$ cat config.mk
export PLATFORM = sky130hd
export DESIGN_NAME = anpc_bridge_top
export DESIGN_NICKNAME = d
export VERILOG_FILES = /design/src/hdl/anpc_pkg.sv /design/src/hdl/anpc_bridge_top.sv /design/src/hdl/commutation_table.sv /design/src/hdl/gate_output_stage.sv /design/src/hdl/leg_sequencer.sv /design/src/hdl/wb_leg_regs.sv
export SDC_FILE = /design/constraint.sdc
export NUM_CORES = 1
export LEC_CHECK = 0
export CAP_MARGIN = 20
export CORE_MARGIN = 10
export CORE_UTILIZATION = 33
export DETAILED_ROUTE_END_ITERATION = 10
export DONT_BUFFER_PORTS = 1
export PLACE_DENSITY = 0.56
export SLEW_MARGIN = 30
export SYNTH_ARGS = -nofsm -noshare
export SYNTH_HDL_FRONTEND = slang
export SYNTH_SLANG_ARGS = --single-unit
$ cat constraint.sdc
create_clock -name clk -period 12.2 [get_ports clk]
set_input_delay 1.83 -clock clk [delete_from_list [all_inputs] [get_ports clk]]
set_output_delay 1.83 -clock clk [all_outputs]
set_load 0.02 [all_outputs]
$ cat src/hdl/anpc_pkg.sv
package anpc_pkg;

    localparam int NUM_LEGS = 3;
    localparam int TDELAY_W = 16;
    localparam int GATE_W   = 6;

    typedef logic [TDELAY_W-1:0] tdelay_t;
    typedef logic [GATE_W-1:0]   gate_word_t;  // S5 down to S0
    typedef logic [1:0]          step_t;
    typedef logic [2:0]          dt_sel_t;
    typedef logic [3:0]          wb_addr_t;
    typedef logic [31:0]         wb_data_t;

    typedef enum logic [2:0] {
        P    = 3'd0,
        Z_U2 = 3'd1,
        Z_U1 = 3'd2,
        Z_L1 = 3'd3,
        Z_L2 = 3'd4,
        N    = 3'd5
    } leg_state_t;

    ////////////////////
    // Steady gate words per switching state
    ////////////////////
    localparam gate_word_t GATE_P    = 6'b110_001;
    localparam gate_word_t GATE_Z_U2 = 6'b010_010;
    localparam gate_word_t GATE_Z_U1 = 6'b010_110;
    localparam gate_word_t GATE_Z_L1 = 6'b101_001;
    localparam gate_word_t GATE_Z_L2 = 6'b001_001;
    localparam gate_word_t GATE_N    = 6'b001_110;

    localparam dt_sel_t DT_SHORT     = 3'd0;
    localparam dt_sel_t DT_OFF_ON    = 3'd1;
    localparam dt_sel_t DT_ON_OFF_V0 = 3'd2;
    localparam dt_sel_t DT_OFF_V0_ON = 3'd3;
    localparam dt_sel_t DT_OFF_ON_I0 = 3'd4;

    localparam tdelay_t DEF_T_SHORT     = 16'd4;
    localparam tdelay_t DEF_T_OFF_ON    = 16'd10;
    localparam tdelay_t DEF_T_ON_OFF_V0 = 16'd6;
    localparam tdelay_t DEF_T_OFF_V0_ON = 16'd8;
    localparam tdelay_t DEF_T_OFF_ON_I0 = 16'd12;

    ////////////////////
    // Register map, word addresses
    ////////////////////
    localparam wb_addr_t ADDR_T_SHORT     = 4'd0;
    localparam wb_addr_t ADDR_T_OFF_ON    = 4'd1;
    localparam wb_addr_t ADDR_T_ON_OFF_V0 = 4'd2;
    localparam wb_addr_t ADDR_T_OFF_V0_ON = 4'd3;
    localparam wb_addr_t ADDR_T_OFF_ON_I0 = 4'd4;
    localparam wb_addr_t ADDR_CMD0        = 4'd8;  // Legs at 8, 9, 10
    localparam wb_addr_t ADDR_STATUS      = 4'd12;

    function automatic gate_word_t steady_word(leg_state_t s);
        case (s)
            P:       return GATE_P;
            Z_U2:    return GATE_Z_U2;
            Z_U1:    return GATE_Z_U1;
            Z_L1:    return GATE_Z_L1;
            Z_L2:    return GATE_Z_L2;
            default: return GATE_N;
        endcase
    endfunction

endpackage

$ cat src/hdl/anpc_bridge_top.sv
`timescale 1ns/1ps

module anpc_bridge_top (
    input  logic                                           clk,
    input  logic                                           rst_n,
    input  logic                                           wb_cyc,
    input  logic                                           wb_stb,
    input  logic                                           wb_we,
    input  anpc_pkg::wb_addr_t                             wb_adr,
    input  anpc_pkg::wb_data_t                             wb_dat_w,
    output anpc_pkg::wb_data_t                             wb_dat_r,
    output logic                                           wb_ack,
    output logic [anpc_pkg::NUM_LEGS*anpc_pkg::GATE_W-1:0] gates,
    output logic                                           irq
);
    import anpc_pkg::*;

    tdelay_t               t_short;
    tdelay_t               t_off_on;
    tdelay_t               t_on_off_v0;
    tdelay_t               t_off_v0_on;
    tdelay_t               t_off_on_i0;
    logic [NUM_LEGS-1:0]   req;
    leg_state_t            target;
    logic [2*NUM_LEGS-1:0] flag_clear;
    logic [NUM_LEGS-1:0]   leg_busy;
    logic [NUM_LEGS-1:0]   leg_done;
    logic [NUM_LEGS-1:0]   leg_reject;
    leg_state_t            leg_state [NUM_LEGS];
    gate_word_t            leg_gate [NUM_LEGS];
    logic [NUM_LEGS-1:0]   done_flags;
    logic [NUM_LEGS-1:0]   reject_flags;

    wb_leg_regs u_regs (
        .clk          (clk),
        .rst_n        (rst_n),
        .wb_cyc       (wb_cyc),
        .wb_stb       (wb_stb),
        .wb_we        (wb_we),
        .wb_adr       (wb_adr),
        .wb_dat_w     (wb_dat_w),
        .wb_dat_r     (wb_dat_r),
        .wb_ack       (wb_ack),
        .leg_busy     (leg_busy),
        .leg_state    (leg_state),
        .done_flags   (done_flags),
        .reject_flags (reject_flags),
        .irq          (irq),
        .t_short      (t_short),
        .t_off_on     (t_off_on),
        .t_on_off_v0  (t_on_off_v0),
        .t_off_v0_on  (t_off_v0_on),
        .t_off_on_i0  (t_off_on_i0),
        .req          (req),
        .target       (target),
        .flag_clear   (flag_clear)
    );

    ////////////////////
    // Converter legs
    ////////////////////
    for (genvar g = 0; g < NUM_LEGS; g++) begin : g_leg
        leg_sequencer u_leg (
            .clk         (clk),
            .rst_n       (rst_n),
            .t_short     (t_short),
            .t_off_on    (t_off_on),
            .t_on_off_v0 (t_on_off_v0),
            .t_off_v0_on (t_off_v0_on),
            .t_off_on_i0 (t_off_on_i0),
            .req         (req[g]),
            .target      (target),
            .gate_word   (leg_gate[g]),
            .busy        (leg_busy[g]),
            .done        (leg_done[g]),
            .reject      (leg_reject[g]),
            .state       (leg_state[g])
        );
    end

    gate_output_stage u_out (
        .clk          (clk),
        .rst_n        (rst_n),
        .leg_gate     (leg_gate),
        .leg_done     (leg_done),
        .leg_reject   (leg_reject),
        .flag_clear   (flag_clear),
        .gates        (gates),
        .done_flags   (done_flags),
        .reject_flags (reject_flags),
        .irq          (irq)
    );

endmodule

$ cat src/hdl/commutation_table.sv
`timescale 1ns/1ps

module commutation_table (
    input  anpc_pkg::leg_state_t state,
    input  anpc_pkg::leg_state_t old_state,
    input  anpc_pkg::step_t      step,
    output anpc_pkg::gate_word_t gate_word,
    output anpc_pkg::dt_sel_t    dt_sel,
    output logic                 last_step,
    output logic                 legal
);
    import anpc_pkg::*;

    gate_word_t       fin;     // Steady word of the new state
    gate_word_t [3:0] words;   // Step 0 in the low slot
    dt_sel_t    [3:0] dts;
    step_t            n_last;  // Index of the final step

    assign fin = steady_word(state);

    always_comb begin
        words  = {4{fin}};
        dts    = {4{DT_SHORT}};
        n_last = '0;
        case (state)
            P: begin
                case (old_state)
                    Z_U2: begin
                        words  = {fin, fin, 6'b110_000, 6'b010_000};
                        dts    = {DT_SHORT, DT_SHORT, DT_SHORT, DT_OFF_ON};
                        n_last = 2'd2;
                    end
                    Z_U1: begin
                        words  = {fin, 6'b010_001, 6'b010_011, 6'b010_010};
                        dts    = {DT_SHORT, DT_OFF_ON, DT_SHORT, DT_OFF_ON_I0};
                        n_last = 2'd3;
                    end
                    Z_L1: begin
                        words  = {fin, fin, fin, 6'b100_001};
                        dts    = {DT_SHORT, DT_SHORT, DT_SHORT, DT_OFF_ON};
                        n_last = 2'd1;
                    end
                    Z_L2: begin
                        words  = {fin, fin, 6'b010_001, 6'b011_001};
                        dts    = {DT_SHORT, DT_SHORT, DT_OFF_ON, DT_SHORT};
                        n_last = 2'd2;
                    end
                    default: ;
                endcase
            end
            Z_U2: begin
                case (old_state)
                    P: begin
                        words  = {fin, fin, 6'b010_000, 6'b110_000};
                        dts    = {DT_SHORT, DT_SHORT, DT_OFF_ON, DT_SHORT};
                        n_last = 2'd2;
                    end
                    N: begin
                        words  = {fin, fin, 6'b011_010, 6'b001_010};
                        dts    = {DT_SHORT, DT_ON_OFF_V0, DT_ON_OFF_V0, DT_OFF_ON};
                        n_last = 2'd2;
                    end
                    default: ;
                endcase
            end
            Z_U1: begin
                if (old_state == N) begin
                    words  = {fin, fin, fin, 6'b000_110};
                    dts    = {DT_SHORT, DT_SHORT, DT_SHORT, DT_OFF_ON};
                    n_last = 2'd1;
                end
            end
            Z_L1: begin
                if (old_state == P) begin
                    words  = {fin, fin, fin, 6'b100_001};
                    dts    = {DT_SHORT, DT_SHORT, DT_SHORT, DT_OFF_ON};
                    n_last = 2'd1;
                end
            end
            Z_L2: begin
                case (old_state)
                    P: begin  // Passes through the zero-voltage clamp
                        words  = {fin, fin, 6'b011_001, 6'b010_001};
                        dts    = {DT_SHORT, DT_OFF_V0_ON, DT_ON_OFF_V0, DT_OFF_ON};
                        n_last = 2'd2;
                    end
                    N: begin
                        words  = {fin, fin, 6'b001_000, 6'b001_100};
                        dts    = {DT_SHORT, DT_SHORT, DT_OFF_ON, DT_SHORT};
                        n_last = 2'd2;
                    end
                    default: ;
                endcase
            end
            N: begin
                case (old_state)
                    Z_U2: begin
                        words  = {fin, fin, 6'b001_010, 6'b011_010};
                        dts    = {DT_SHORT, DT_SHORT, DT_OFF_ON, DT_SHORT};
                        n_last = 2'd2;
                    end
                    Z_U1: begin
                        words  = {fin, fin, fin, 6'b000_110};
                        dts    = {DT_SHORT, DT_SHORT, DT_SHORT, DT_OFF_ON};
                        n_last = 2'd1;
                    end
                    Z_L1: begin
                        words  = {fin, 6'b001_010, 6'b001_011, 6'b001_001};
                        dts    = {DT_SHORT, DT_OFF_ON, DT_SHORT, DT_OFF_ON_I0};
                        n_last = 2'd3;
                    end
                    Z_L2: begin
                        words  = {fin, fin, 6'b001_100, 6'b001_000};
                        dts    = {DT_SHORT, DT_SHORT, DT_SHORT, DT_OFF_ON};
                        n_last = 2'd2;
                    end
                    default: ;
                endcase
            end
            default: ;
        endcase
    end

    assign gate_word = words[step];
    assign dt_sel    = dts[step];
    assign last_step = (step == n_last);
    assign legal     = (n_last != '0);  // Every defined pair has two steps or more

endmodule

$ cat src/hdl/gate_output_stage.sv
`timescale 1ns/1ps

module gate_output_stage (
    input  logic                                     clk,
    input  logic                                     rst_n,
    input  anpc_pkg::gate_word_t                     leg_gate [anpc_pkg::NUM_LEGS],
    input  logic [anpc_pkg::NUM_LEGS-1:0]            leg_done,
    input  logic [anpc_pkg::NUM_LEGS-1:0]            leg_reject,
    input  logic [2*anpc_pkg::NUM_LEGS-1:0]          flag_clear,
    output logic [anpc_pkg::NUM_LEGS*anpc_pkg::GATE_W-1:0] gates,
    output logic [anpc_pkg::NUM_LEGS-1:0]            done_flags,
    output logic [anpc_pkg::NUM_LEGS-1:0]            reject_flags,
    output logic                                     irq
);
    import anpc_pkg::*;

    logic [NUM_LEGS*GATE_W-1:0] gates_nxt;
    logic [NUM_LEGS-1:0]        done_nxt;
    logic [NUM_LEGS-1:0]        reject_nxt;

    always_comb begin
        for (int i = 0; i < NUM_LEGS; i++) begin
            gates_nxt[i*GATE_W +: GATE_W] = leg_gate[i];  // Leg 0 lowest
        end
    end

    // Set wins over clear
    assign done_nxt   = leg_done | (done_flags & ~flag_clear[NUM_LEGS-1:0]);
    assign reject_nxt = leg_reject | (reject_flags & ~flag_clear[NUM_LEGS +: NUM_LEGS]);

    always_ff @(posedge clk or negedge rst_n) begin
        if (!rst_n) begin
            gates        <= {NUM_LEGS{GATE_N}};
            done_flags   <= '0;
            reject_flags <= '0;
            irq          <= 1'b0;
        end else begin
            gates        <= gates_nxt;
            done_flags   <= done_nxt;
            reject_flags <= reject_nxt;
            irq          <= |{done_nxt, reject_nxt};  // Tracks the flags
        end
    end

endmodule

$ cat src/hdl/leg_sequencer.sv
`timescale 1ns/1ps

module leg_sequencer (
    input  logic                 clk,
    input  logic                 rst_n,
    input  anpc_pkg::tdelay_t    t_short,
    input  anpc_pkg::tdelay_t    t_off_on,
    input  anpc_pkg::tdelay_t    t_on_off_v0,
    input  anpc_pkg::tdelay_t    t_off_v0_on,
    input  anpc_pkg::tdelay_t    t_off_on_i0,
    input  logic                 req,
    input  anpc_pkg::leg_state_t target,
    output anpc_pkg::gate_word_t gate_word,
    output logic                 busy,
    output logic                 done,
    output logic                 reject,
    output anpc_pkg::leg_state_t state
);
    import anpc_pkg::*;

    leg_state_t old_state;
    step_t      step;
    tdelay_t    cnt;
    tdelay_t    dt;
    tdelay_t    dt_last;
    leg_state_t tbl_new;
    leg_state_t tbl_old;
    gate_word_t tbl_word;
    dt_sel_t    dt_sel;
    logic       last_step;
    logic       legal;
    logic       step_end;

    // Idle legs look up the requested pair and busy legs the running one
    assign tbl_new = busy ? state : target;
    assign tbl_old = busy ? old_state : state;

    commutation_table u_table (
        .state     (tbl_new),
        .old_state (tbl_old),
        .step      (step),
        .gate_word (tbl_word),
        .dt_sel    (dt_sel),
        .last_step (last_step),
        .legal     (legal)
    );

    always_comb begin
        case (dt_sel)
            DT_OFF_ON:    dt = t_off_on;
            DT_ON_OFF_V0: dt = t_on_off_v0;
            DT_OFF_V0_ON: dt = t_off_v0_on;
            DT_OFF_ON_I0: dt = t_off_on_i0;
            default:      dt = t_short;
        endcase
    end

    assign dt_last   = (dt == '0) ? '0 : dt - 1'b1;  // Zero counts as one cycle
    assign step_end  = busy && (cnt == dt_last);
    assign gate_word = busy ? tbl_word : steady_word(state);

    always_ff @(posedge clk or negedge rst_n) begin
        if (!rst_n) begin
            state     <= N;
            old_state <= N;
            step      <= '0;
            cnt       <= '0;
            busy      <= 1'b0;
            done      <= 1'b0;
            reject    <= 1'b0;
        end else begin
            done   <= 1'b0;
            reject <= 1'b0;
            if (req) begin
                if (busy || !legal) begin
                    reject <= 1'b1;  // Leg keeps its state
                end else begin
                    busy      <= 1'b1;
                    old_state <= state;
                    state     <= target;
                    step      <= '0;
                    cnt       <= '0;
                end
            end
            if (step_end) begin
                cnt <= '0;
                if (last_step) begin
                    busy <= 1'b0;
                    done <= 1'b1;
                    step <= '0;
                end else begin
                    step <= step + 1'b1;
                end
            end else if (busy) begin
                cnt <= cnt + 1'b1;
            end
        end
    end

endmodule

$ cat src/hdl/wb_leg_regs.sv
`timescale 1ns/1ps

module wb_leg_regs (
    input  logic                            clk,
    input  logic                            rst_n,
    input  logic                            wb_cyc,
    input  logic                            wb_stb,
    input  logic                            wb_we,
    input  anpc_pkg::wb_addr_t              wb_adr,
    input  anpc_pkg::wb_data_t              wb_dat_w,
    output anpc_pkg::wb_data_t              wb_dat_r,
    output logic                            wb_ack,
    input  logic [anpc_pkg::NUM_LEGS-1:0]   leg_busy,
    input  anpc_pkg::leg_state_t            leg_state [anpc_pkg::NUM_LEGS],
    input  logic [anpc_pkg::NUM_LEGS-1:0]   done_flags,
    input  logic [anpc_pkg::NUM_LEGS-1:0]   reject_flags,
    input  logic                            irq,
    output anpc_pkg::tdelay_t               t_short,
    output anpc_pkg::tdelay_t               t_off_on,
    output anpc_pkg::tdelay_t               t_on_off_v0,
    output anpc_pkg::tdelay_t               t_off_v0_on,
    output anpc_pkg::tdelay_t               t_off_on_i0,
    output logic [anpc_pkg::NUM_LEGS-1:0]   req,
    output anpc_pkg::leg_state_t            target,
    output logic [2*anpc_pkg::NUM_LEGS-1:0] flag_clear
);
    import anpc_pkg::*;

    logic                access;
    logic                wr_en;
    logic [NUM_LEGS-1:0] req_nxt;
    wb_data_t            rd_data;

    assign access = wb_cyc && wb_stb && !wb_ack;  // One ack per strobe
    assign wr_en  = access && wb_we;

    always_comb begin
        for (int i = 0; i < NUM_LEGS; i++) begin
            req_nxt[i] = wr_en && (wb_adr == wb_addr_t'(ADDR_CMD0 + i));
        end
    end

    ////////////////////
    // Read mux
    ////////////////////
    always_comb begin
        rd_data = '0;
        case (wb_adr)
            ADDR_T_SHORT:     rd_data[TDELAY_W-1:0] = t_short;
            ADDR_T_OFF_ON:    rd_data[TDELAY_W-1:0] = t_off_on;
            ADDR_T_ON_OFF_V0: rd_data[TDELAY_W-1:0] = t_on_off_v0;
            ADDR_T_OFF_V0_ON: rd_data[TDELAY_W-1:0] = t_off_v0_on;
            ADDR_T_OFF_ON_I0: rd_data[TDELAY_W-1:0] = t_off_on_i0;
            ADDR_STATUS: begin
                rd_data[NUM_LEGS-1:0]  = done_flags;
                rd_data[4 +: NUM_LEGS] = reject_flags;
                rd_data[8]             = irq;
            end
            default: begin
                for (int i = 0; i < NUM_LEGS; i++) begin
                    if (wb_adr == wb_addr_t'(ADDR_CMD0 + i)) begin
                        rd_data[2:0] = leg_state[i];  // Current state
                        rd_data[4]   = leg_busy[i];
                    end
                end
            end
        endcase
    end

    always_ff @(posedge clk or negedge rst_n) begin
        if (!rst_n) begin
            wb_ack      <= 1'b0;
            req         <= '0;
            flag_clear  <= '0;
            t_short     <= DEF_T_SHORT;
            t_off_on    <= DEF_T_OFF_ON;
            t_on_off_v0 <= DEF_T_ON_OFF_V0;
            t_off_v0_on <= DEF_T_OFF_V0_ON;
            t_off_on_i0 <= DEF_T_OFF_ON_I0;
        end else begin
            wb_ack     <= access;
            req        <= req_nxt;  // Single cycle, with the ack
            flag_clear <= '0;
            if (wr_en) begin
                case (wb_adr)
                    ADDR_T_SHORT:     t_short     <= wb_dat_w[TDELAY_W-1:0];
                    ADDR_T_OFF_ON:    t_off_on    <= wb_dat_w[TDELAY_W-1:0];
                    ADDR_T_ON_OFF_V0: t_on_off_v0 <= wb_dat_w[TDELAY_W-1:0];
                    ADDR_T_OFF_V0_ON: t_off_v0_on <= wb_dat_w[TDELAY_W-1:0];
                    ADDR_T_OFF_ON_I0: t_off_on_i0 <= wb_dat_w[TDELAY_W-1:0];
                    ADDR_STATUS: begin
                        flag_clear <= {wb_dat_w[4 +: NUM_LEGS], wb_dat_w[NUM_LEGS-1:0]};
                    end
                    default: ;
                endcase
            end
        end
    end

    always_ff @(posedge clk) begin
        if (access) begin
            wb_dat_r <= rd_data;
        end
        if (wr_en) begin
            target <= leg_state_t'(wb_dat_w[2:0]);  // Shared by all legs
        end
    end

endmodule

==> results.py, run 1 <==
metrics = {
    "floorplan": {
        "ioPinCount": 93,
        "core_um2": 53920,
        "die_area_um2": 64320,
        "die_w_um": 253.6,
        "rows": 85,
        "start_util": 0.3340,
        "fp.dieH_um": 253.6,
    },
    "worst_setup_path": {
        "end_kind": "flop",
        "worst-setup-path-type": "reg2reg",
        "startpoint_type": "flop",
        "path_max_fanout": 30,
        "slowest_stage": "or4_1",
        "slowest_delay_ns": 0.80,
        "cpMostUsedCell": "mux2_2",
        "arrival_ns": 7.96,
        "worst_ep_required_time_ns": 12.66,
        "crit_chain": "buf_4 > mux2_2 > nand2b_1 > a2111oi_1 > o31a_2 > or4_1 > a31oi_1 > nor4_2 > nand3_1 > mux2_2 > xor2_1 > a211oi_1 > a41oi_4 > and3_1 > a221o_1",
    },
    "routing": {
        "wirelength_mm": 64.40,
        "drt_pass1_iterations": 6,
        "vias": 17200,
        "routedWlPerCell_um": 23.31,
        "via_per_inst": 6.225,
        "drc_errors": 0,
        "drtIter0Drc": 1960,
        "ant_nets": 0,
    },
    "synth": {
        "netlist_instances": 2147,
        "ys.flop_type": "dfrtp_1",
        "yosys.area.top_type_share": 0.2320,
        "synth-seq-area-share": 0.3060,
        "synth_edf_count": 19,
        "yosys_warnings": 0,
        "synth_cell_type_count": 122,
        "ys_ff_latch": 215,
        "syn-cell-area_um2": 18010,
        "syn_area_per_cell_um2": 8.388,
        "ys_top_cells_by_area": "dfrtp_1 23%, mux2_2 6.8%, nand2_1 4.5%",
        "async_flop_share": 0.9116,
        "synth_area_leader_cell": "dfrtp_1",
    },
    "final_layout": {
        "multi_input_area_um2": 11580,
        "final_util": 0.3580,
        "fillers": 5555,
        "drive_gt1_frac": 0.1442,
        "nNetsFinal": 2091,
        "regArea_um2": 5518,
        "syn2layout_area_growth_pct": 7.170,
    },
    "power": {
        "leakage_uw": 0.007634,
        "power.density_nw_per_um2": 133.8,
        "ir_worst_vdd_uv": 112.5,
        "fin_total_pwr_uw": 2582,
    },
    "status": {
        "status": "finished clean",
    },
    "cts": {
        "cts.clk_slew.worst_paths_ns": 0.06,
        "cts_buffers": 28,
        "hold_buffers": 0,
        "clkSinkCount": 215,
        "postCtsResizedCells": 0,
        "cts_root_buf": "clkbuf_16",
        "cts_max_path_buffers": 3,
        "worstSkewPairLatency_ns": 0.60,
        "cts_tree": "done",
        "post_cts_buffers": 0,
        "ctsHtreeMaxLevel": 1,
    },
    "grt": {
        "grt_overflow_total": 0,
        "grt_max_degree": 197,
        "grt_antenna_before_repair": 0,
        "grt_pass1_vias": 16230,
        "grt_usage": 0.1939,
        "grt_pass1_wl_mm": 99.00,
    },
    "place": {
        "hpwl_mm": 45.56,
        "numPortBuffers": 0,
        "place_ws_ns": 4.860,
        "routabilityCongestion": 0.9142,
    },
    "timing": {
        "worst_slack_ns": 4.707,
        "slew_headroom": 0.2761,
        "setup_tns_ns": 0,
        "drv_slew": 0,
        "fin_worst_skew_ns": 0.02536,
        "fin_crit_sh": 0.6142,
        "rsz0062_at_grt": "no",
        "worst_pin_slew_ns": 1.082,
        "period_minus_slack_ns": 7.493,
        "fmax_mhz": 133.5,
        "hold_viol": 0,
        "setup_viol": 0,
    },
    "run": {
        "timing.max_cap.violations": 0,
    },
    "hold_path": {
        "hp-class": "reg2reg",
    },
}
## power by group
part / internal, µW / leakage, µW / switching, µW
Sequential: 797 / 0.00269 / 148
Combinational: 309 / 0.00447 / 470
Clock: 504 / 0.000473 / 354
Total: 1610 / 0.00763 / 972
## registers in the layout (all words and copies together) (netlist names), 16 cells and up
register and cells:
u_regs.t_off_v0_on 16, u_regs.t_on_off_v0 16, u_regs.t_off_on_i0 16, u_regs.t_off_on 16, u_regs.wb_dat_r 16, u_regs.t_short 16
g_leg.u_leg.cnt 48, u_out.gates 18
## worst max-delay path, delay by kind of cell (launching register included)
family | cells | cell delay [ns]
buffers and inverters | 1 | 0.39
flip-flops | 1 | 0.70
AND/OR/NAND/NOR | 5 | 2.25
AO/OA/AOI/OAI | 6 | 3.10
XOR/XNOR | 1 | 0.15
multiplexers | 2 | 0.75
## metrics by stage
| step | instance area, µm² | std cells | hold slack [ns] |
|---|---|---|---|
| after floorplan | 18070 | 2162 | 0.4159 |
| after global placement | 18290 | 2708 | 0.4400 |
| after detailed placement | 18340 | 2710 | 0.4533 |
| after CTS | 19280 | 2762 | 0.4719 |
| after global routing | 19300 | 2762 | 0.4920 |
| final | 19300 | 2763 | 0.4699 |
## layer usage
layer | vias to the layer above | share of wire | GRT usage
met4 | 0 | 0.038 | 0.07063
met5 | - | 0 | 0
met3 | 136 | 0.086 | 0.04485
met2 | 713 | 0.45 | 0.3044
met1 | 8467 | 0.43 | 0.2555
li1 | 7884 | - | -
## cells by family after synthesis
kind of cell	after synthesis	synth area share
and+or+nand+nor	813	0.2368
AOI/OAI and AO/OA	650	0.2596
buffers and inverters	229	0.05857
DFF	215	0.3060
muxes	177	0.1066
xor gates and xnor gates	56	0.02800
adders and majority gates	6	0.004168
other	1	0.0002082
## synthesized netlist by cell type (29+ instances only)
| cell | instances |
|---|---|
| clkbuf_1 | 79 |
| buf_4 | 30 |
| dfrtp_1 | 167 |
| nand2_1 | 218 |
| a21oi_1 | 110 |
| a31oi_1 | 33 |
| buf_2 | 42 |
| and2_1 | 29 |
| xnor2_1 | 30 |
| inv_1 | 58 |
| a22oi_1 | 34 |
| nor2_1 | 168 |
| dfstp_2 | 29 |
| mux2_2 | 108 |
| and3_1 | 34 |
| mux2i_1 | 65 |
| nand3_1 | 83 |
| nor3_1 | 49 |
| nand4_1 | 29 |
| o21ai_0 | 123 |
| a21o_1 | 33 |
## area by class of cell
cell class	instances	share of cell area
Antenna cell	1	0.0001297
Clock buffer	35	0.03922
Clock inverter	17	0.009465
Inverter	61	0.01186
Multi-Input combinational cell	1718	0.6002
Sequential cell	215	0.2859
Tap cell	696	0.04512
Timing Repair Buffer	20	0.008168
## placed cells by master (no fill, tap or decap), types with 19 or more instances in the layout
master,instances
a211oi_1,21
a31oi_1,33
nand3_1,83
clkbuf_16,28
mux2_2,108
and3_1,32
a22o_1,24
o21ai_0,123
nand4_1,29
mux2i_1,65
xnor2_1,30
nand3b_1,24
nand2b_1,25
or3_1,20
a22oi_1,34
a21oi_1,109
nor3_1,47
edfxtp_1,19
xor2_1,25
a21o_1,33
inv_1,58
o22ai_1,23
o211ai_1,23
and2_1,30
nor2_1,165
dfstp_2,29
dfrtp_1,164
nand2_1,218
## worst paths after layout
check	from	end	slack (ns)	cells past startpoint
max in group asynchronous	rst_n	u_regs.t_off_on_i0[3]$_DFFE_PN1P_	10.92	0
max reg2reg	g_leg[1].u_leg.busy$_DFF_PN0_	g_leg[1].u_leg.cnt[12]$_DFFE_PN0P_	4.71	15
min	g_leg[2].u_leg.reject$_DFF_PN0_	u_out.reject_flags[2]$_DFF_PN0_	0.47	1
min in group asynchronous	rst_n	u_out.gates[5]$_DFF_PN0_	0.94	0
min reg2reg	g_leg[2].u_leg.reject$_DFF_PN0_	u_out.reject_flags[2]$_DFF_PN0_	0.47	1
max	g_leg[1].u_leg.busy$_DFF_PN0_	g_leg[1].u_leg.cnt[12]$_DFFE_PN0P_	4.71	15
No activity file was read; power rests on OpenSTA's default activity.
==> inputs of run 2 (changes only) <==
--- a/config.mk
+++ b/config.mk
@@ -10,7 +10,7 @@
 export CORE_UTILIZATION = 33
 export DETAILED_ROUTE_END_ITERATION = 10
 export DONT_BUFFER_PORTS = 1
-export PLACE_DENSITY = 0.56
+export PLACE_DENSITY = 0.57
 export SLEW_MARGIN = 30
 export SYNTH_ARGS = -nofsm -noshare
 export SYNTH_HDL_FRONTEND = slang
==> constraint.sdc (replaced) <==
create_clock -name clk -period 6.6 [get_ports clk]
set_input_delay 0.99 -clock clk [delete_from_list [all_inputs] [get_ports clk]]
set_output_delay 0.99 -clock clk [all_outputs]
set_load 0.02 [all_outputs]
==> results.py, run 2 (same netlist as run 1, synthesis figures left out) <==
metrics = {
    "power": {
        "fin_total_pwr_uw": 4780,
        "power.density_nw_per_um2": 241.3,
        "leakage_uw": 0.007948,
        "ir_worst_vdd_uv": 205.7,
    },
    "worst_setup_path": {
        "path_max_fanout": 12,
        "startpoint_type": "flop",
        "worst_ep_required_time_ns": 7.05,
        "critical_path_buf_inv_count": 2,
        "slowest_delay_ns": 0.76,
        "slowest_stage": "o31ai_2",
        "crit_chain": "buf_4 > nor4bb_2 > a31o_2 > o2111a_1 > o31ai_2 > nand3_1 > a31oi_1 > a31oi_1 > or4_1 > or3_1 > nand3_1 > o2111ai_1 > a2111oi_2 > a41oi_2 > buf_4 > a21o_1 > a22o_1",
        "arrival_ns": 6.78,
        "crit_family": "compound AO/OA/AOI/OAI gates",
        "worst-setup-path-type": "reg2reg",
        "end_kind": "flop",
    },
    "routing": {
        "vias": 17453,
        "wirelength_mm": 65.49,
        "routedWlPerCell_um": 23.14,
        "ant_nets": 0,
        "drc_errors": 0,
        "via_per_inst": 6.167,
        "drt_pass1_iterations": 6,
        "drtIter0Drc": 1958,
    },
    "final_layout": {
        "nNetsFinal": 2159,
        "largest_reg_flops": 48,
        "final_util": 0.3674,
        "syn2layout_area_growth_pct": 9.990,
        "final_common_cell": "nand2_1",
        "max_flop_register": "g_leg.u_leg.cnt",
        "fillers": 5479,
        "reg.largest.list": "g_leg.u_leg.cnt x48, u_out.gates x18",
        "mostFrequentLayoutCells": "218 x nand2_1, 165 x nor2_1, 163 x dfrtp_1",
        "diodes": 0,
        "drive_gt1_frac": 0.1734,
    },
    "grt": {
        "grt_max_degree": 197,
        "grt_usage": 0.1979,
        "grt_pass1_wl_mm": 101.7,
        "grt_pass1_vias": 16632,
        "met1_usage": 0.2633,
        "grt_overflow_total": 0,
        "grt_use_met3": 0.04229,
        "grt_use_met2": 0.3146,
        "grt_antenna_before_repair": 1,
        "grt_busiest_layer": "met2",
    },
    "floorplan": {
        "ioPinCount": 93,
        "core_um2": 53920,
        "die_area_um2": 64320,
        "die_w_um": 253.6,
        "start_util": 0.3340,
        "fp.dieH_um": 253.6,
        "rows": 85,
    },
    "status": {
        "status": "finished clean",
    },
    "timing": {
        "slew_headroom": 0.2950,
        "fin_crit_sh": 0.9598,
        "hold_viol": 0,
        "setup_tns_ns": 0,
        "drv_slew": 0,
        "period_minus_slack_ns": 6.335,
        "rsz0062_at_grt": "no",
        "fmax_mhz": 157.9,
        "worst_pin_slew_ns": 1.054,
        "fin_worst_skew_ns": 0.02758,
        "setup_viol": 0,
    },
    "run": {
        "timing.max_cap.violations": 0,
    },
    "hold_path": {
        "hp-class": "in2async",
    },
    "cts": {
        "clkSinkCount": 215,
        "cts.clk_slew.worst_paths_ns": 0.06,
        "worstSkewPairLatency_ns": 0.59,
        "cts_buffers": 28,
        "ctsHtreeMaxLevel": 1,
        "cts_root_buf": "clkbuf_16",
        "hold_buffers": 0,
        "cts_max_path_buffers": 3,
        "cts_tree": "done",
    },
    "place": {
        "routabilityCongestion": 0.9061,
        "numPortBuffers": 0,
        "hpwl_mm": 48.01,
    },
}
[run 2: layout make-up]
class	count	area, µm²	area share
inverters	61	229.0	0.01156
flip-flops and latches	215	5517	0.2785
clock inverters	18	168.9	0.008527
multi-input cells	1718	11590	0.5853
well taps	696	870.8	0.04396
clock buffers	34	743.2	0.03752
repair buffers	88	685.7	0.03461
[run 2: final timing paths]
path | cells past startpoint | start | to | slack, ns
worst max-delay path | 17 | u_regs.target[0]$_DFFE_PP_ | g_leg[1].u_leg.cnt[3]$_DFFE_PN0P_ | 0.27
worst min-delay path | 0 | rst_n | g_leg[1].u_leg.old_state[1]$_DFFE_PN0P_ | 0.15
worst max register to register | 17 | u_regs.target[0]$_DFFE_PP_ | g_leg[1].u_leg.cnt[3]$_DFFE_PN0P_ | 0.27
worst min register to register | 1 | g_leg[0].u_leg.reject$_DFF_PN0_ | u_out.reject_flags[0]$_DFF_PN0_ | 0.46
max in group asynchronous | 0 | rst_n | g_leg[0].u_leg.busy$_DFF_PN0_ | 5.99
min in group clk | 1 | g_leg[0].u_leg.reject$_DFF_PN0_ | u_out.reject_flags[0]$_DFF_PN0_ | 0.46
[run 2: repair_timing]
action                     4_1_cts  5_1_grt
gates resized for setup          0        8
setup endpoints to repair        0       30
buffers inserted                 0        5
[run 2: power by group]
part           switching, µW  internal [µW]  leakage, µW
clock network            642            882     0.000447
logic                    896            623      0.00481
registers                263           1470      0.00269
total                   1800           2980      0.00795
[run 2: per-stage QoR]
stage | cells | cell area, µm² | hold WS (ns) | worst slack [ns]
after floorplan | 2162 | 18070 | 0.4159 | 1.402
after global placement | 2773 | 18800 | 0.4425 | 0.4007
after detailed placement | 2773 | 18810 | 0.4492 | 0.3455
after CTS | 2825 | 19720 | 0.09764 | 0.3341
after global routing | 2830 | 19810 | 0.1157 | 0.03438
final | 2830 | 19810 | 0.1469 | 0.2651
[run 2: metal layers]
metal,part of all wire,wire length [µm],up-vias
met3,0.089,5799,115
met2,0.45,29730,725
li1,-,-,8018
met1,0.43,27860,8595
met4,0.032,2101,0
met5,0,0,-
